===== src/frogger_settings.svh =====
/*
 * Playfield geometry, lane rows and game constants for the frog game.
 * Include in any file that needs sizes or start positions.
 */
`ifndef FROGGER_SETTINGS_SVH
`define FROGGER_SETTINGS_SVH

// Visible playfield in pixels
`define H_VISIBLE     10'd640
`define V_VISIBLE     10'd480

// Square tile, every position is a multiple of this
`define TILE_SIZE     32

// Frog spawn point, bottom row centre
`define FROG_X_BASE   320
`define FROG_Y_BASE   448

// Rows occupied by the two car lanes
`define LANE0_Y       384
`define LANE1_Y       320

`define CARS_PER_LANE 2
`define START_LIVES   3
`define SCORE_W       6

`endif

===== src/frogger_pkg.sv =====
/*
 * Game state and move direction types shared by the frog game core
 * and its testbench. Import where the enum values are needed.
 */
`default_nettype none

package frogger_pkg;

    // Top level game flow
    typedef enum logic [1:0]
    {
        IDLE   = 2'd0,
        ACTIVE = 2'd1,
        OVER   = 2'd2
    } game_state_t;

    // One decoded button press, NONE when zero or several are held
    typedef enum logic [2:0]
    {
        NONE  = 3'd0,
        UP    = 3'd1,
        DOWN  = 3'd2,
        LEFT  = 3'd3,
        RIGHT = 3'd4
    } move_dir_t;

endpackage

`default_nettype wire


===== src/frogger_core.sv =====
/*
 * Gameplay core top level. Ties game control, the frog, two car lanes
 * and the hit detector together and exports positions for a renderer.
 */
`timescale 1ns/1ps
`default_nettype none

`include "frogger_settings.svh"

module frogger_core #(
    parameter int MOVE_HOLDOFF = 3125000,
    parameter int LANE0_PERIOD = 4,
    parameter int LANE0_STEP   = 32,
    parameter int LANE1_PERIOD = 6,
    parameter int LANE1_STEP   = -32
)(
    input  wire                           i_Clk,
    input  wire                           i_reset,
    input  wire                           i_start,
    input  wire                           i_up,
    input  wire                           i_down,
    input  wire                           i_left,
    input  wire                           i_right,
    output frogger_pkg::game_state_t      o_state,
    output logic [1:0]                    o_lives,
    output logic [3:0]                    o_level,
    output logic [`SCORE_W-1:0]           o_score,
    output logic [9:0]                    o_frog_x,
    output logic [8:0]                    o_frog_y,
    output logic                          o_draw_frog,
    output logic [`CARS_PER_LANE*10-1:0]  o_lane0_x,
    output logic [`CARS_PER_LANE*10-1:0]  o_lane1_x
);

    logic game_active;
    logic hit;
    logic level_up;

    game_control u_control (
        .i_Clk(i_Clk), .i_reset(i_reset), .i_start(i_start),
        .i_hit(hit), .i_level_up(level_up),
        .o_state(o_state), .o_game_active(game_active),
        .o_lives(o_lives), .o_level(o_level)
    );

    frog_mover #(.MOVE_HOLDOFF(MOVE_HOLDOFF)) u_frog (
        .i_Clk(i_Clk), .i_reset(i_reset), .i_game_active(game_active),
        .i_up(i_up), .i_down(i_down), .i_left(i_left), .i_right(i_right),
        .i_hit(hit),
        .o_frog_x(o_frog_x), .o_frog_y(o_frog_y), .o_score(o_score),
        .o_level_up(level_up), .o_draw_frog(o_draw_frog)
    );

    // Lower lane runs right, upper lane runs left and slower
    lane_traffic #(.LANE_PERIOD(LANE0_PERIOD), .LANE_STEP(LANE0_STEP)) u_lane0 (
        .i_Clk(i_Clk), .i_reset(i_reset), .i_game_active(game_active),
        .o_car_x(o_lane0_x)
    );

    lane_traffic #(.LANE_PERIOD(LANE1_PERIOD), .LANE_STEP(LANE1_STEP)) u_lane1 (
        .i_Clk(i_Clk), .i_reset(i_reset), .i_game_active(game_active),
        .o_car_x(o_lane1_x)
    );

    hit_detector u_hit (
        .i_Clk(i_Clk), .i_reset(i_reset),
        .i_frog_x(o_frog_x), .i_frog_y(o_frog_y),
        .i_lane0_x(o_lane0_x), .i_lane1_x(o_lane1_x),
        .o_hit(hit)
    );

endmodule

`default_nettype wire


===== src/hit_detector.sv =====
/*
 * Collision check between the frog and every car of both lanes.
 * Registered hit pulse, blanked for two cycles after each hit.
 */
`timescale 1ns/1ps
`default_nettype none

`include "frogger_settings.svh"

module hit_detector #(
    parameter logic [8:0] LANE0_ROW = 9'(`LANE0_Y),
    parameter logic [8:0] LANE1_ROW = 9'(`LANE1_Y)
)(
    input  wire                           i_Clk,
    input  wire                           i_reset,
    input  wire [9:0]                     i_frog_x,
    input  wire [8:0]                     i_frog_y,
    input  wire [`CARS_PER_LANE*10-1:0]   i_lane0_x,
    input  wire [`CARS_PER_LANE*10-1:0]   i_lane1_x,
    output logic                          o_hit
);

    localparam int CARS = `CARS_PER_LANE;

    logic       any_overlap;
    logic [1:0] mask_cnt;

    // Distance modulo screen width, close on either side means overlap
    function automatic logic boxes_meet(input logic [9:0] fx, input logic [9:0] cx);
        logic [10:0] diff;
        diff = {1'b0, fx} + 11'd640 - {1'b0, cx};
        if (diff >= 11'd640)
        begin
            diff = diff - 11'd640;
        end
        return (diff < 11'(`TILE_SIZE)) || (diff > 11'd640 - 11'(`TILE_SIZE));
    endfunction

    always_comb
    begin
        any_overlap = 1'b0;
        for (int k = 0; k < CARS; k++)
        begin
            if ((i_frog_y == LANE0_ROW) && boxes_meet(i_frog_x, i_lane0_x[k*10 +: 10]))
                any_overlap = 1'b1;
            if ((i_frog_y == LANE1_ROW) && boxes_meet(i_frog_x, i_lane1_x[k*10 +: 10]))
                any_overlap = 1'b1;
        end
    end

    always_ff @(posedge i_Clk)
    begin
        if (i_reset)
        begin
            o_hit    <= 1'b0;
            mask_cnt <= 2'd0;
        end
        else
        begin
            o_hit <= any_overlap && (mask_cnt == 2'd0);
            // Frog is still on the lane until the respawn lands
            if (any_overlap && (mask_cnt == 2'd0))
                mask_cnt <= 2'd2;
            else if (mask_cnt != 2'd0)
                mask_cnt <= mask_cnt - 2'd1;
        end
    end

endmodule

`default_nettype wire


===== src/lane_traffic.sv =====
/*
 * One lane of cars. Every car moves by LANE_STEP pixels once per
 * LANE_PERIOD active cycles and wraps around the screen width.
 */
`timescale 1ns/1ps
`default_nettype none

`include "frogger_settings.svh"

module lane_traffic #(
    parameter int LANE_PERIOD = 4,
    parameter int LANE_STEP   = 32
)(
    input  wire                            i_Clk,
    input  wire                            i_reset,
    input  wire                            i_game_active,
    output logic [`CARS_PER_LANE*10-1:0]   o_car_x
);

    localparam int         CARS    = `CARS_PER_LANE;
    localparam int         TICK_W  = $clog2(LANE_PERIOD + 1);
    localparam logic [TICK_W-1:0] TICK_LAST = TICK_W'(LANE_PERIOD - 1);
    localparam logic [9:0] SPACING = `H_VISIBLE / 10'(CARS);

    logic [TICK_W-1:0] tick_cnt;
    logic              step_now;

    // Signed add, then fold back into 0..639
    function automatic logic [9:0] wrap_step(input logic [9:0] x);
        logic signed [11:0] sum;
        sum = $signed({2'b00, x}) + $signed(12'(LANE_STEP));
        if (sum >= 12'sd640)
        begin
            sum = sum - 12'sd640;
        end
        else if (sum < 12'sd0)
        begin
            sum = sum + 12'sd640;
        end
        return sum[9:0];
    endfunction

    assign step_now = i_game_active && (tick_cnt == TICK_LAST);

    always_ff @(posedge i_Clk)
    begin
        if (i_reset)
        begin
            tick_cnt <= '0;
            // Cars start evenly spread over the lane
            for (int k = 0; k < CARS; k++)
            begin
                o_car_x[k*10 +: 10] <= 10'(k) * SPACING;
            end
        end
        else if (i_game_active)
        begin
            if (step_now)
            begin
                tick_cnt <= '0;
                for (int k = 0; k < CARS; k++)
                begin
                    o_car_x[k*10 +: 10] <= wrap_step(o_car_x[k*10 +: 10]);
                end
            end
            else
            begin
                tick_cnt <= tick_cnt + 1'b1;
            end
        end
    end

    for (genvar g = 0; g < CARS; g++)
    begin : g_car_check
        a_car_on_screen : assert property (@(posedge i_Clk) disable iff (i_reset)
            o_car_x[g*10 +: 10] < `H_VISIBLE);
    end

endmodule

`default_nettype wire


===== src/frog_mover.sv =====
/*
 * Player frog position. Accepts one tile move per button press after a
 * hold-off, respawns on a hit and scores when the top row is reached.
 */
`timescale 1ns/1ps
`default_nettype none

`include "frogger_settings.svh"

module frog_mover #(
    parameter int MOVE_HOLDOFF = 3125000
)(
    input  wire                   i_Clk,
    input  wire                   i_reset,
    input  wire                   i_game_active,
    input  wire                   i_up,
    input  wire                   i_down,
    input  wire                   i_left,
    input  wire                   i_right,
    input  wire                   i_hit,
    output logic [9:0]            o_frog_x,
    output logic [8:0]            o_frog_y,
    output logic [`SCORE_W-1:0]   o_score,
    output logic                  o_level_up,
    output logic                  o_draw_frog
);

    import frogger_pkg::*;

    localparam int              CNT_W    = $clog2(MOVE_HOLDOFF + 1);
    localparam logic [CNT_W-1:0] HOLD_MAX = CNT_W'(MOVE_HOLDOFF);
    localparam logic [9:0]      TILE_X   = 10'(`TILE_SIZE);
    localparam logic [8:0]      TILE_Y   = 9'(`TILE_SIZE);
    localparam logic [9:0]      X_LAST   = `H_VISIBLE - TILE_X;
    localparam logic [8:0]      Y_LAST   = 9'(`V_VISIBLE) - TILE_Y;
    localparam logic [9:0]      X_BASE   = 10'(`FROG_X_BASE);
    localparam logic [8:0]      Y_BASE   = 9'(`FROG_Y_BASE);

    logic [3:0]       buttons;
    logic             any_pressed;
    logic             prev_pressed;
    logic [CNT_W-1:0] holdoff_cnt;
    logic             in_bounds;
    logic             accept;
    move_dir_t        move_dir;

    assign buttons     = {i_up, i_down, i_left, i_right};
    assign any_pressed = |buttons;

    // Exactly one button gives a direction, anything else is ignored
    always_comb
    begin
        case (buttons)
            4'b1000: move_dir = UP;
            4'b0100: move_dir = DOWN;
            4'b0010: move_dir = LEFT;
            4'b0001: move_dir = RIGHT;
            default: move_dir = NONE;
        endcase
    end

    // Up is always allowed, the top row turns it into a respawn
    always_comb
    begin
        case (move_dir)
            UP:      in_bounds = (o_frog_y > 9'd0);
            DOWN:    in_bounds = (o_frog_y < Y_LAST);
            LEFT:    in_bounds = (o_frog_x > 10'd0);
            RIGHT:   in_bounds = (o_frog_x < X_LAST);
            default: in_bounds = 1'b0;
        endcase
    end

    assign accept = i_game_active && (move_dir != NONE) && !prev_pressed
                    && (holdoff_cnt == HOLD_MAX) && in_bounds;

    always_ff @(posedge i_Clk)
    begin
        if (i_reset)
        begin
            o_frog_x     <= X_BASE;
            o_frog_y     <= Y_BASE;
            o_score      <= '0;
            o_level_up   <= 1'b0;
            holdoff_cnt  <= '0;
            prev_pressed <= 1'b0;
        end
        else
        begin
            o_level_up   <= 1'b0;
            prev_pressed <= any_pressed;

            if (i_game_active)
            begin
                if (accept)
                begin
                    holdoff_cnt <= '0;
                end
                else if (holdoff_cnt < HOLD_MAX)
                begin
                    holdoff_cnt <= holdoff_cnt + 1'b1;
                end
            end

            // A hit wins over any move in the same cycle
            if (i_hit)
            begin
                o_frog_x <= X_BASE;
                o_frog_y <= Y_BASE;
                o_score  <= '0;
            end
            else if (accept)
            begin
                case (move_dir)
                    UP:
                    begin
                        if (o_frog_y <= TILE_Y)
                        begin
                            o_frog_x   <= X_BASE;
                            o_frog_y   <= Y_BASE;
                            o_score    <= o_score + 1'b1;
                            o_level_up <= 1'b1;
                        end
                        else
                        begin
                            o_frog_y <= o_frog_y - TILE_Y;
                        end
                    end
                    DOWN:    o_frog_y <= o_frog_y + TILE_Y;
                    LEFT:    o_frog_x <= o_frog_x - TILE_X;
                    RIGHT:   o_frog_x <= o_frog_x + TILE_X;
                    default: o_frog_x <= o_frog_x;
                endcase
            end
        end
    end

    assign o_draw_frog = i_game_active;

    a_on_grid : assert property (@(posedge i_Clk) disable iff (i_reset)
        (o_frog_x <= X_LAST) && (o_frog_y <= Y_LAST)
        && ((o_frog_x % TILE_X) == 10'd0) && ((o_frog_y % TILE_Y) == 9'd0));

    a_level_up_pulse : assert property (@(posedge i_Clk) disable iff (i_reset)
        o_level_up |=> !o_level_up);

endmodule

`default_nettype wire


===== src/game_control.sv =====
/*
 * Game state machine. Starts a game, takes a life on every hit, ends the
 * game when lives run out, and keeps the level count.
 */
`timescale 1ns/1ps
`default_nettype none

`include "frogger_settings.svh"

module game_control
(
    input  wire                       i_Clk,
    input  wire                       i_reset,
    input  wire                       i_start,
    input  wire                       i_hit,
    input  wire                       i_level_up,
    output frogger_pkg::game_state_t  o_state,
    output logic                      o_game_active,
    output logic [1:0]                o_lives,
    output logic [3:0]                o_level
);

    import frogger_pkg::*;

    game_state_t state_q;

    always_ff @(posedge i_Clk)
    begin
        if (i_reset)
        begin
            state_q <= IDLE;
            o_lives <= 2'd0;
            o_level <= 4'd0;
        end
        else
        begin
            case (state_q)
                IDLE:
                begin
                    // New game, full lives and level back to zero
                    if (i_start)
                    begin
                        state_q <= ACTIVE;
                        o_lives <= 2'(`START_LIVES);
                        o_level <= 4'd0;
                    end
                end

                ACTIVE:
                begin
                    if (i_hit)
                    begin
                        o_lives <= o_lives - 2'd1;
                        // Last life gone
                        if (o_lives == 2'd1)
                        begin
                            state_q <= OVER;
                        end
                    end
                    else if (i_level_up)
                    begin
                        o_level <= o_level + 4'd1;
                    end
                end

                OVER:
                begin
                    if (i_start)
                    begin
                        state_q <= IDLE;
                    end
                end

                default:
                begin
                    state_q <= IDLE;
                end
            endcase
        end
    end

    assign o_state       = state_q;
    assign o_game_active = (state_q == ACTIVE);

    // A life can only be lost out of a running game
    a_lives_only_active : assert property (@(posedge i_Clk) disable iff (i_reset)
        (o_lives < $past(o_lives)) |-> ($past(state_q) == ACTIVE));

endmodule

`default_nettype wire


===== config.mk =====
export PLATFORM = sky130hd
export DESIGN_NAME = frogger_core
export DESIGN_NICKNAME = d
export VERILOG_FILES = /design/src/frogger_pkg.sv /design/src/frogger_core.sv /design/src/hit_detector.sv /design/src/lane_traffic.sv /design/src/frog_mover.sv /design/src/game_control.sv
export VERILOG_INCLUDE_DIRS = /design/src /design/src/src
export SDC_FILE = /design/constraint.sdc
export NUM_CORES = 1
export LEC_CHECK = 0
export CAP_MARGIN = 20
export CORE_UTILIZATION = 50
export CTS_CLUSTER_DIAMETER = 120
export DETAILED_ROUTE_END_ITERATION = 10
export DONT_BUFFER_PORTS = 1
export HOLD_SLACK_MARGIN = 0.12
export SLEW_MARGIN = 20
export SYNTH_ARGS = -nofsm -noshare
export SYNTH_HDL_FRONTEND = slang
export SYNTH_SLANG_ARGS = --single-unit

===== constraint.sdc =====
create_clock -name i_Clk -period 7.8 [get_ports i_Clk]
set_clock_uncertainty 0.05 [all_clocks]
set_input_delay 1.56 -clock i_Clk [delete_from_list [all_inputs] [get_ports i_Clk]]
set_output_delay 1.56 -clock i_Clk [all_outputs]
set_load 0.01 [all_outputs]

-- Word level (Yosys, flattened, before mapping)
Index checks and enable logic that the tools add are counted.
- $lt $le $gt $ge: 26
- reduce and logical (&&, ||, !) cells: 38
- equal/unequal tests: 23
- bitwise gates (word level): 2
- $add $sub $neg: 32
- multiplexer cells: 41
- operators by type and width (operator ; count):
    two-way mux 10 bit ; 9
    greater-or-equal comparator 11 x 10 -> 1 bit (second input constant) ; 6
    > comparator 11 x 10 -> 1 bit (second input constant) ; 4
    < comparator 11 x 6 -> 1 bit (second input constant) ; 4
    two-way mux 11 bit ; 4
    two-way mux 22 bit ; 2
    subtractor 11 x 10 -> 11 bit ; 4
    subtractor 11 x 10 -> 11 bit (second input constant) ; 4
    adder 10 bit (second input constant) ; 4
    subtractor 10 bit (second input constant) ; 4
    one-hot mux 10 bit (3 select lines) ; 1
    adder 11 x 6 -> 12 bit (second input constant) ; 2
    greater-or-equal comparator 12 x 11 -> 1 bit (second input constant) ; 2
    < comparator 12 x 1 -> 1 bit (second input constant) ; 2
    adder 10 x 6 -> 11 bit (second input constant) ; 2
    adder 22 x 1 -> 22 bit (second input constant) ; 1
    equality test 22 bit (second input constant) ; 1
    < comparator 11 x 1 -> 1 bit (second input constant) ; 2
    < comparator 22 bit (second input constant) ; 1
    equality test 9 bit (second input constant) ; 2
    one-hot mux 9 bit (2 select lines) ; 1
    two-way mux 2 bit ; 8
    two-way mux 4 bit ; 3
    one-hot mux 3 bit (4 select lines) ; 1
    other kinds (44) ; 88
- flip-flop bits (word level): 106

-- Logic depth before layout (Yosys ltp)
Gate-level depths: netlist of the first run.
- depth after elaboration: 13
- mapped depth: 17
- depth with buffers taken out: 16

-- Modules after synthesis
A second synthesis of the first run with hierarchy kept.
- cell total of the unflattened synthesis: 1038
- area total of the unflattened synthesis: 8267.9 µm²
- modules (own cells, without submodules) (module ; sequential area each (µm²) ; instances ; cells an instance ; area each (µm²)):
    hit_detector ; 60.1 ; 1 ; 450 ; 3310.7
    frog_mover ; 780.7 ; 1 ; 281 ; 2371.0
    lane_traffic at u_lane1 ; 260.2 ; 1 ; 145 ; 1166.1
    lane_traffic at u_lane0 ; 260.2 ; 1 ; 116 ; 980.9
    game_control ; 160.2 ; 1 ; 46 ; 439.2

-- Worst setup path after synthesis of the first run
OpenSTA, ideal clock, no wires.
- path kind: input-to-reg
- start: in i_right
- end: reg u_frog.holdoff_cnt[19]
- path buffers: 0
- arrival: 3491 ps
- stages: 9
- slack: 4132 ps
- required time: 7623 ps
- setup time: 127 ps
- cell sequence: or4b_1 a31oi_1 o22ai_1 a21oi_4 a21oi_2 nor4b_4 nand4_1 xor2_1 nor2_2
- longest elaborated chain between the ends: 9
- elaborated cells between the ends (all ways): 18
- classes of those cells: eq/ne: 8; mux: 3; reduce/logical: 7
- RTL lines (element ; RTL line ; text):
    start: declaration ; frogger_core.sv:23 ; input wire i_right,
    equality test 4 x 1 -> 1 bit (tied with other cells) ; frog_mover.sv:53 ; case (buttons)
    one-hot mux 3 bit (4 select lines) (*) ; frog_mover.sv:53 ;
    parallel branches: the longest is 4 deep, another holds one-hot mux 1 bit (4 select lines) ; n/a ;
    logical AND 1 bit (*) ; frog_mover.sv:75 ; && (holdoff_cnt == HOLD_MAX) && in_bounds;
    nonzero test 2 bit (no line) ; n/a ;
    AND reduction 2 bit (no line) ; n/a ;
    end signal: assignment ; frog_mover.sv:101 ; holdoff_cnt <= holdoff_cnt + 1'b1;
    end: declaration ; frog_mover.sv:42 ; logic [CNT_W-1:0] holdoff_cnt;
Every way passes the cells marked *.
A chain may end at the register's enable or synchronous reset.

-- Worst setup path after layout of the first run
- start: reg u_frog.o_frog_x[6]
- end: reg u_hit.mask_cnt[1]
- longest elaborated chain between the ends: 13
- elaborated cells between the ends (all ways): 40
- classes of those cells: add/sub: 9; order compare: 12; mux: 9; reduce/logical: 10
- RTL lines (element ; RTL line ; text):
    start: declaration ; frog_mover.sv:21 ; output logic [9:0] o_frog_x,
    start signal: assignment ; frog_mover.sv:130 ; LEFT: o_frog_x <= o_frog_x - TILE_X;
    start signal: assignment ; frog_mover.sv:131 ; RIGHT: o_frog_x <= o_frog_x + TILE_X;
    start signal: assignment ; frog_mover.sv:132 ; default: o_frog_x <= o_frog_x;
    adder 10 x 10 -> 11 bit (*) ; hit_detector.sv:31 ; diff = {1'b0, fx} + 11'd640 - {1'b0, cx};
    subtractor 11 x 10 -> 11 bit ; hit_detector.sv:31 ;
    subtractor 11 x 10 -> 11 bit / greater-or-equal comparator 11 x 10 -> 1 bit (equally long branches) ; hit_detector.sv:34, hit_detector.sv:32 ;
    two-way mux 11 bit ; hit_detector.sv:32 ; if (diff >= 11'd640)
    < comparator 11 x 6 -> 1 bit / > comparator 11 x 10 -> 1 bit (equally long branches) ; hit_detector.sv:36 ; return (diff < 11'(`TILE_SIZE)) || (diff > 11'd640 - 11'(`TILE_SIZE));
    logical OR 1 bit ; hit_detector.sv:36 ;
    logical AND 1 bit ; hit_detector.sv:44 ; if ((i_frog_y == LANE0_ROW) && boxes_meet(i_frog_x, i_lane0_x[k*10 +: 10]))
    two-way mux 1 bit ; hit_detector.sv:44 ;
    two-way mux 1 bit ; hit_detector.sv:46 ; if ((i_frog_y == LANE1_ROW) && boxes_meet(i_frog_x, i_lane1_x[k*10 +: 10]))
    two-way mux 1 bit ; hit_detector.sv:44 ;
    two-way mux 1 bit (*) ; hit_detector.sv:46 ;
    logical AND 1 bit (*) ; hit_detector.sv:62 ; if (any_overlap && (mask_cnt == 2'd0))
    two-way mux 2 bit / nonzero test 2 bit (equally long branches) ; n/a ;
    end signal: assignment ; hit_detector.sv:65 ; mask_cnt <= mask_cnt - 2'd1;
    end: declaration ; hit_detector.sv:26 ; logic [1:0] mask_cnt;
Mark *: on every way between the ends. The rest lies on a longest branch, timed or not.

==> flow_summary_export.csv, run 1 <==
group,metric,value,unit
outcome,status,"complete, no violations",
setup_path,crit_required,8.01,ns
setup_path,critPathMaxFanout,14,
floorplan,die_width,114,µm
timing,setup_ws,3.85,ns
logic_synthesis,avgSynthCellArea,7.87,µm²
pwr,powerDensity,134,nW/µm²
pwr,p_leak,2.59,nW
min_path,hold_class,"register to register",
setup_path,critical_path_class,"register to register",
pwr,power.internal,0.676,mW
global_routing,grt-ovfl-total,0,
pwr,p_comb_share,5.7,%
timing,hold_violations,0,
drt,drt_iter0_drc,257,
logic_synthesis,synth-warning-count,0,
pwr,switching_share,23.1,%
drt,vias,5373,
clocking,clk_latency,0.34,ns
logic_synthesis,synthArstFlopShare,0,%
floorplan,dieArea,12900,µm²
floorplan,start_util,51.6,%
logic_synthesis,synth_top_area_share,24.5,%
clocking,path_clk_slew,0.06,ns
logic_synthesis,synth_area_leaders,"dfxtp_1 24%, ha_1 12%, nor2_1 5.2%",
place,io_buffer_count,0,
global_routing,grt_max_degree,44,
place,place_congestion,0.822,
layout,drive_gt1_share,4.18,%
clocking,root_buffer,"clkbuf_16",
clocking,cts_sinks,76,
timing,fin_crit_sh,50.6,%
timing,relSlewSlack,27.2,%
timing,rsz0062_at_grt,"no",
timing,min_period,3.95,ns
pwr,pwr-share-seq,45.4,%
layout,fill_cells,1166,
floorplan,rows,40,
global_routing,grtUsageTotal,22.6,%
clocking,cts_resized,0,
global_routing,grt_pass1_wl,23.5,mm
floorplan,core,12100,µm²
setup_path,arrival,4.16,ns
clocking,h-tree-depth,3,
drt,post_drt_wl_per_cell,14.7,µm
place,post-place-ws,3.81,ns
floorplan,die_y,114,µm
clocking,cts_tree,"built",
pwr,power,0.880,mW
timing,worstMarginPinSlew,1.08,ns
pwr,power.share.clock,48.9,%
drt,viasPerCell,5.61,
logic_synthesis,ys_ff_latch,76,
logic_synthesis,synth_edf_count,0,
drt,drc,0,
timing,setup_viol_count_final,0,
logic_synthesis,netlist_instances,791,
logic_synthesis,seq_area_frac_synth,24.5,%
layout,area_growth,5.43,%
global_routing,grt_pass1_vias,5029,
clocking,post_cts_buffers,0,
logic_synthesis,syn_area,6220,µm²
setup_path,end_kind,"register",
clocking,holdBufCountCts,0,
logic_synthesis,yosys.area.top_type,"dfxtp_1",
pwr,switching_power,0.204,mW
layout,final_util,54.4,%
drt,first_pass_iters,5,
timing,setup_tns,0,ns
job,drv_cap,0,
clocking,clockBufferDepth,2,
drt,ant_nets,0,
clocking,cts_inserted_buffers,9,
pwr,peakVddDrop,94.9,µV
logic_synthesis,ys_types,81,
global_routing,antenna_found_initial,0,
place,dp_hpwl,10.5,mm
drt,totalWireLength,14.1,mm
logic_synthesis,synth-main-ff-cell,"dfxtp_1",
timing,drv_slew,0,
timing,fmax,0.253,GHz
layout,fin_nets,858,
setup_path,startpoint_type,"register",
floorplan,boundaryPins,81,
logic_synthesis,netlist_top_cells_count,"86 x nor2_1, 76 x dfxtp_1, 62 x ha_1, 62 x nand2_1, 55 x inv_1",
layout,diodes,0,
logic_synthesis,yosysMostFrequentCell,"nor2_1",
-- power groups by stage --
stage               Combinational [mW]  Clock [mW]  Sequential [mW]
finish                          0.0498       0.431            0.400
global route                    0.0566       0.461            0.400
CTS                             0.0498       0.441            0.400
detailed placement              0.0495           0            0.408
global placement                0.0481           0            0.408
floorplan                       0.0564           0            0.407
-- sequential cells by signal, summed over array words and instances (netlist names) --
register             flops
u_frog.holdoff_cnt      22
u_lane0.o_car_x         10
u_lane1.o_car_x         10
u_frog.o_score           6
u_frog.o_frog_x          5
u_control.o_level        4
u_frog.o_frog_y          4
u_lane0.tick_cnt         3
u_lane1.tick_cnt         3
u_control.o_lives        2
u_control.o_state        2
u_hit.mask_cnt           2
u_frog.o_level_up        1
u_frog.prev_pressed      1
u_hit.o_hit              1
-- metal layers --
metal,wire [µm],global-route usage [%]
met1,6640,27.8
met2,6490,37.1
met3,774,6.38
met4,175,9.47
met5,0,0
-- cells by family after synthesis --
| logic type | Yosys count | synth area share, % |
|---|---|---|
| xor+xnor | 57 | 8.02 |
| mux | 14 | 2.27 |
| buf+inv | 103 | 8.12 |
| other cells | 1 | 0.0603 |
| simple gates | 299 | 24.6 |
| compound gates | 174 | 18.4 |
| flops | 76 | 24.5 |
| fa+ha+maj | 67 | 14.1 |
-- final cells by class --
type,count,area (µm²),share of cell area [%]
sequential,76,1520,23.2
multi-input combinational,641,4300,65.6
inverter,56,211,3.22
clock buffer,11,253,3.85
clock inverter,5,60.1,0.916
tap,168,210,3.20
-- per-stage QoR --
stage               instances  hold WS, ns  instance area, µm²
global route              957        0.432                6560
global placement          941        0.373                6250
CTS                       957        0.398                6560
floorplan                 820        0.366                6330
finish                    957        0.402                6560
detailed placement        941        0.389                6250
-- placed cells by master, fill, tap and decap left out, types with 6 or more instances in the layout --
cell / synthesis / routed
nor2_1: 86 / 86
o31ai_1: 6 / 6
o21ai_0: 31 / 31
a31oi_1: 10 / 10
mux2i_1: 13 / 13
dfxtp_1: 76 / 76
clkbuf_16: 0 / 9
or3_1: 8 / 8
and3_1: 8 / 8
o211ai_1: 7 / 7
nand2b_1: 11 / 11
nor2b_1: 13 / 13
nand3b_1: 7 / 7
o22ai_1: 6 / 6
a21o_1: 6 / 6
xnor2_1: 25 / 25
nand3_1: 29 / 29
conb_1: 1 / 30
xor2_1: 32 / 32
nand2_1: 62 / 62
nand4_1: 7 / 7
inv_1: 55 / 55
a21oi_1: 48 / 48
ha_1: 62 / 62
nor3_1: 22 / 22
-- path summary, 6_finish.rpt --
path                                                       end                            start  slack, ns  cells past startpoint
worst max-delay path            u_hit.mask_cnt[1]$_SDFFE_PP0P_  u_frog.o_frog_x[6]$_SDFFE_PP1P_       3.85                     13
worst min-delay path            u_hit.mask_cnt[0]$_SDFFE_PP0P_   u_hit.mask_cnt[0]$_SDFFE_PP0P_       0.40                      1
worst max register to register  u_hit.mask_cnt[1]$_SDFFE_PP0P_  u_frog.o_frog_x[6]$_SDFFE_PP1P_       3.85                     13
worst min register to register  u_hit.mask_cnt[0]$_SDFFE_PP0P_   u_hit.mask_cnt[0]$_SDFFE_PP0P_       0.40                      1
-- critical path, stage by stage, from the launching register on --
cell	delay, ns
dfxtp_1	0.92
ha_1	0.36
nor2b_1	0.16
o221ai_1	0.35
nand2_1	0.16
ha_1	0.24
and3b_1	0.20
o2111ai_1	0.19
nand3_1	0.13
o41ai_1	0.36
nand4b_1	0.13
a31o_1	0.21
and4_1	0.20
o31ai_1	0.18
(Power assumes the default switching activity.)
==> run 2: changes to the inputs <==
Clock period 7.8 ns to 3.9 ns, I/O delays scaled along.
==> flow_summary_export.csv, run 2 (synthesis results as in run 1) <==
group,metric,value,unit
pwr,p_leak,2.64,nW
min_path,hold_class,"register to register",
drt,dr_wl_met3,668,µm
drt,post_drt_wl_per_cell,14.8,µm
layout,layout_commonest_cell,"nor2_1",
drt,totalWireLength,14.3,mm
timing,drv_slew,0,
timing,setup_tns,0,ns
layout,area_growth,6.66,%
setup_path,critPathMaxFanout,6,
drt,wl_met2,6.86,mm
timing,min_period,3.58,ns
timing,fmax,0.279,GHz
outcome,status,"complete, no violations",
setup_path,startpoint_type,"register",
drt,viasPerCell,5.63,
pwr,power,1.70,mW
layout,regMostFlops,"u_frog.holdoff_cnt",
global_routing,grt_pass1_wl,23.7,mm
layout,fin_nets,872,
floorplan,dieArea,12900,µm²
setup_path,max_stage_delay,0.44,ns
floorplan,start_util,51.6,%
layout,largest_registers,"u_frog.holdoff_cnt: 22 flops, u_lane0.o_car_x: 10 flops, u_lane1.o_car_x: 10 flops",
setup_path,critPathBufInv,3,
clocking,clk_latency,0.35,ns
floorplan,core,12100,µm²
place,post-place-ws,0.293,ns
clocking,holdBufCountCts,0,
drt,drt_iter0_drc,323,
timing,hold_violations,0,
layout,final_util,55.0,%
layout,fin_cells,971,
floorplan,die_y,114,µm
timing,setup_viol_count_final,0,
setup_path,critical_path_class,"register to register",
timing,fin_hold_ws,0.403,ns
clocking,cts_sinks,76,
job,drv_cap,0,
setup_path,end_kind,"register",
setup_path,arrival,3.78,ns
timing,rsz0062_at_grt,"no",
place,place_congestion,0.909,
clocking,root_buffer,"clkbuf_16",
timing,setup_ws,0.321,ns
drt,vias,5465,
global_routing,grt_max_degree,44,
layout,fill_cells,1162,
global_routing,grt-ovfl-total,0,
layout,drive_gt1_share,5.98,%
layout,mostFrequentLayoutCells,"86 x nor2_1, 76 x dfxtp_1, 62 x nand2_1, 62 x ha_1, 54 x inv_1",
floorplan,die_width,114,µm
setup_path,slowest_stage,"fa_1",
layout,largest_reg_flops,22,
setup_path,ff2ff_setup_slack,0.32,ns
drt,wl_met1,6.60,mm
setup_path,worstPathCellList,"inv_2 > ha_1 > inv_1 > fa_1 > xnor2_1 > inv_1 > ha_1 > and3b_1 > o2111ai_1 > nand3_1 > o41ai_1 > nand4b_1 > a31o_1 > and4_1 > o31ai_1",
clocking,clockBufferDepth,2,
global_routing,antenna_found_initial,0,
timing,worstMarginPinSlew,0.674,ns
timing,fin_crit_sh,91.8,%
floorplan,rows,40,
clocking,cts_tree,"built",
drt,drc,0,
place,dp_hpwl,11.0,mm
drt,top_layer,"met4",
floorplan,boundaryPins,81,
clocking,path_clk_slew,0.06,ns
clocking,post_cts_buffers,0,
timing,relSlewSlack,55.0,%
setup_path,crit_required,4.10,ns
clocking,h-tree-depth,3,
pwr,powerDensity,256,nW/µm²
place,io_buffer_count,0,
global_routing,grtUsageTotal,23.0,%
place,placed_cell_area,6350,µm²
pwr,peakVddDrop,235,µV
drt,ant_nets,0,
drt,first_pass_iters,5,
global_routing,grt_pass1_vias,5017,
layout,final_cell_area,6640,µm²
layout,diodes,0,
place,numPlacedInstances,955,
clocking,cts_resized,0,
clocking,cts_inserted_buffers,9,
setup_path,cp_top_family,"compound AO/OA/AOI/OAI gates",
[run 2: cell type report]
| cell class | count | area, µm² | share of cell area [%] |
|---|---|---|---|
| multi-input combinational | 641 | 4310 | 65.0 |
| sequential | 76 | 1520 | 22.9 |
| clock buffer | 10 | 229 | 3.45 |
| inverter | 56 | 211 | 3.19 |
| tap | 168 | 210 | 3.17 |
| timing repair buffer | 14 | 105 | 1.58 |
| clock inverter | 6 | 48.8 | 0.735 |
[run 2: per-layer routing]
layer | GRT usage [%] | vias to the layer above
li1 | - | 2753
met1 | 28.9 | 2570
met2 | 39.0 | 127
met3 | 4.52 | 15
met4 | 7.98 | 0
met5 | 0 | -
[run 2: power by group]
part / internal (mW) / switching [mW]
combinational: 0.0370 / 0.0663
sequential: 0.787 / 0.0120
clock: 0.438 / 0.359
total: 1.26 / 0.437
[run 2: final timing paths]
path	from	depth (start not counted)	to
max reg2reg	u_frog.o_frog_x[5]$_SDFFE_PP0P_	15	u_hit.mask_cnt[1]$_SDFFE_PP0P_
max	u_frog.o_frog_x[5]$_SDFFE_PP0P_	15	u_hit.mask_cnt[1]$_SDFFE_PP0P_
min	u_hit.mask_cnt[0]$_SDFFE_PP0P_	1	u_hit.mask_cnt[0]$_SDFFE_PP0P_
min reg2reg	u_hit.mask_cnt[0]$_SDFFE_PP0P_	1	u_hit.mask_cnt[0]$_SDFFE_PP0P_
==> run 3: changes to the inputs <==
Settings changed: CTS_BUF_LIST set to sky130_fd_sc_hd__clkbuf_8, PLACE_DENSITY set to 0.65.
==> flow_summary_export.csv, run 3 (synthesis results as in run 1) <==
group,metric,value,unit
layout,regMostFlops,"u_frog.holdoff_cnt",
pwr,peakVddDrop,186,µV
setup_path,r2r_end,"u_hit.mask_cnt[1]$_SDFFE_PP0P_",
setup_path,path_depth,15,
clocking,path_clk_slew,0.09,ns
outcome,status,"complete, no violations",
layout,drive_gt1_share,5.86,%
global_routing,grt_pass1_wl,24.2,mm
layout,diodes,0,
clocking,cts_inserted_buffers,9,
drt,drc,0,
layout,final_util,54.1,%
global_routing,grt_pass1_vias,5186,
setup_path,rr_startpoint,"u_frog.o_frog_x[7]$_SDFFE_PP0P_",
floorplan,rows,40,
layout,mostFrequentLayoutCells,"86 x nor2_1, 76 x dfxtp_1, 62 x nand2_1, 62 x ha_1, 56 x inv_1",
min_path,hold_path_end,"u_hit.mask_cnt[0]$_SDFFE_PP0P_",
job,drv_cap,0,
floorplan,core,12100,µm²
timing,worstMarginPinSlew,0.695,ns
pwr,p_leak,2.59,nW
timing,setup_viol_count_final,0,
drt,totalWireLength,14.3,mm
drt,viasPerCell,5.62,
min_path,hold_class,"register to register",
layout,largest_reg_flops,22,
global_routing,grt_max_degree,44,
layout,fill_cells,1133,
layout,fin_nets,871,
setup_path,cp-startpoint,"u_frog.o_frog_x[7]$_SDFFE_PP0P_",
timing,rsz0062_at_grt,"no",
global_routing,grt-ovfl-total,0,
clocking,h-tree-depth,3,
clocking,cts_tree,"built",
min_path,whs_path_depth,1,
timing,setup_tns,0,ns
timing,min_period,3.72,ns
floorplan,dieArea,12900,µm²
setup_path,critPathMaxFanout,7,
global_routing,grtUsageTotal,23.3,%
place,io_buffer_count,0,
setup_path,cp_top_family,"compound AO/OA/AOI/OAI gates",
clocking,root_buffer,"clkbuf_8",
clocking,cts_resized,0,
timing,hold_violations,0,
setup_path,cp_common_cell,"ha_1",
clocking,cts_sinks,76,
floorplan,die_width,114,µm
setup_path,end_kind,"register",
timing,fmax,0.269,GHz
setup_path,ff2ff_path_depth,15,
drt,drt_iter0_drc,346,
setup_path,ff2ff_setup_slack,0.18,ns
setup_path,critPathBufInv,1,
floorplan,start_util,51.6,%
timing,relSlewSlack,53.5,%
clocking,holdBufCountCts,0,
setup_path,arrival,3.94,ns
layout,area_growth,4.87,%
clocking,clockBufferDepth,2,
place,place_congestion,0.904,
timing,fin_crit_sh,95.4,%
drt,vias,5455,
place,dp_hpwl,10.9,mm
global_routing,antenna_found_initial,0,
setup_path,crit_required,4.12,ns
floorplan,boundaryPins,81,
layout,largest_registers,"u_frog.holdoff_cnt: 22 flops, u_lane0.o_car_x: 10 flops, u_lane1.o_car_x: 10 flops",
floorplan,die_y,114,µm
layout,multi_input_area,4320,µm²
timing,drv_slew,0,
min_path,hold_start,"u_hit.mask_cnt[0]$_SDFFE_PP0P_",
pwr,powerDensity,220,nW/µm²
setup_path,worstPathCellList,"ha_1 > ha_1 > o21a_1 > o31a_1 > a21o_1 > ha_1 > inv_1 > o21ai_0 > o211ai_1 > nand3_1 > mux2i_1 > o32a_1 > a31o_1 > and4_1 > o31ai_1",
setup_path,startpoint_type,"register",
layout,seq_area,1520,µm²
drt,first_pass_iters,4,
setup_path,max_stage_delay,0.47,ns
setup_path,critical_path_class,"register to register",
clocking,clk_latency,0.37,ns
drt,ant_nets,0,
layout,layout_commonest_cell,"nor2_1",
setup_path,slowest_stage,"dfxtp_1",
drt,post_drt_wl_per_cell,14.7,µm
clocking,post_cts_buffers,0,
[run 3: cell count changes in the layout (fill, tap and decap cells not counted), sizes merged]
cell / before / now
clkinvlp: 2 / 3
clkinv: 3 / 2
inv: 57 / 58
buf: 14 / 13
clkbuf: 10 / 9
[run 3: how the worst max path moves through the flow]
stage               slack, ns                        endpoint
floorplan                0.47  u_hit.mask_cnt[1]$_SDFFE_PP0P_
global route            0.004  u_hit.mask_cnt[1]$_SDFFE_PP0P_
detailed placement       0.26  u_hit.mask_cnt[1]$_SDFFE_PP0P_
CTS                      0.21  u_hit.mask_cnt[1]$_SDFFE_PP0P_
global placement         0.36  u_hit.mask_cnt[1]$_SDFFE_PP0P_
finish                   0.18  u_hit.mask_cnt[1]$_SDFFE_PP0P_
[run 3: cell type report]
cell class | instances | area share (%)
clock inverter | 7 | 0.671
sequential | 76 | 23.3
inverter | 56 | 3.24
timing repair buffer | 13 | 1.50
clock buffer | 9 | 1.90
multi-input combinational | 641 | 66.2
tap | 168 | 3.22
[run 3: worst register-to-register path, stage by stage, from the launching register on]
cell      delay, ns
dfxtp_1        0.47
ha_1           0.39
ha_1           0.46
o21a_1         0.15
o31a_1         0.18
a21o_1         0.14
ha_1           0.15
inv_1          0.03
o21ai_0        0.29
o211ai_1       0.18
nand3_1        0.13
mux2i_1        0.08
o32a_1         0.35
a31o_1         0.17
and4_1         0.20
o31ai_1        0.22
[run 3: stage by stage]
stage          hold WS, ns  instance area [µm²]  cells  worst slack, ns  power [mW]
6_report             0.393                 6530    970            0.178        1.43
2_1_floorplan        0.366                 6330    820            0.474       0.927
4_1_cts              0.391                 6510    970            0.207        1.45
3_5_place_dp         0.380                 6340    954            0.257       0.918
3_3_place_gp         0.377                 6340    954            0.360       0.914
5_1_grt              0.402                 6530    970          0.00400        1.50
[run 3: per-layer routing]
layer  routed length (µm)  GRT usage [%]  vias up
met2                 6630           39.5      137
li1                     -              -     2765
met5                    0              0        -
met1                 6570           28.4     2536
met3                  827           6.70       17
met4                  234           7.63        0
[run 3: power breakdown]
group          internal [mW]  switching, mW
Sequential             0.786         0.0116
Clock                  0.227          0.306
Combinational         0.0366         0.0660
Total                   1.05          0.384
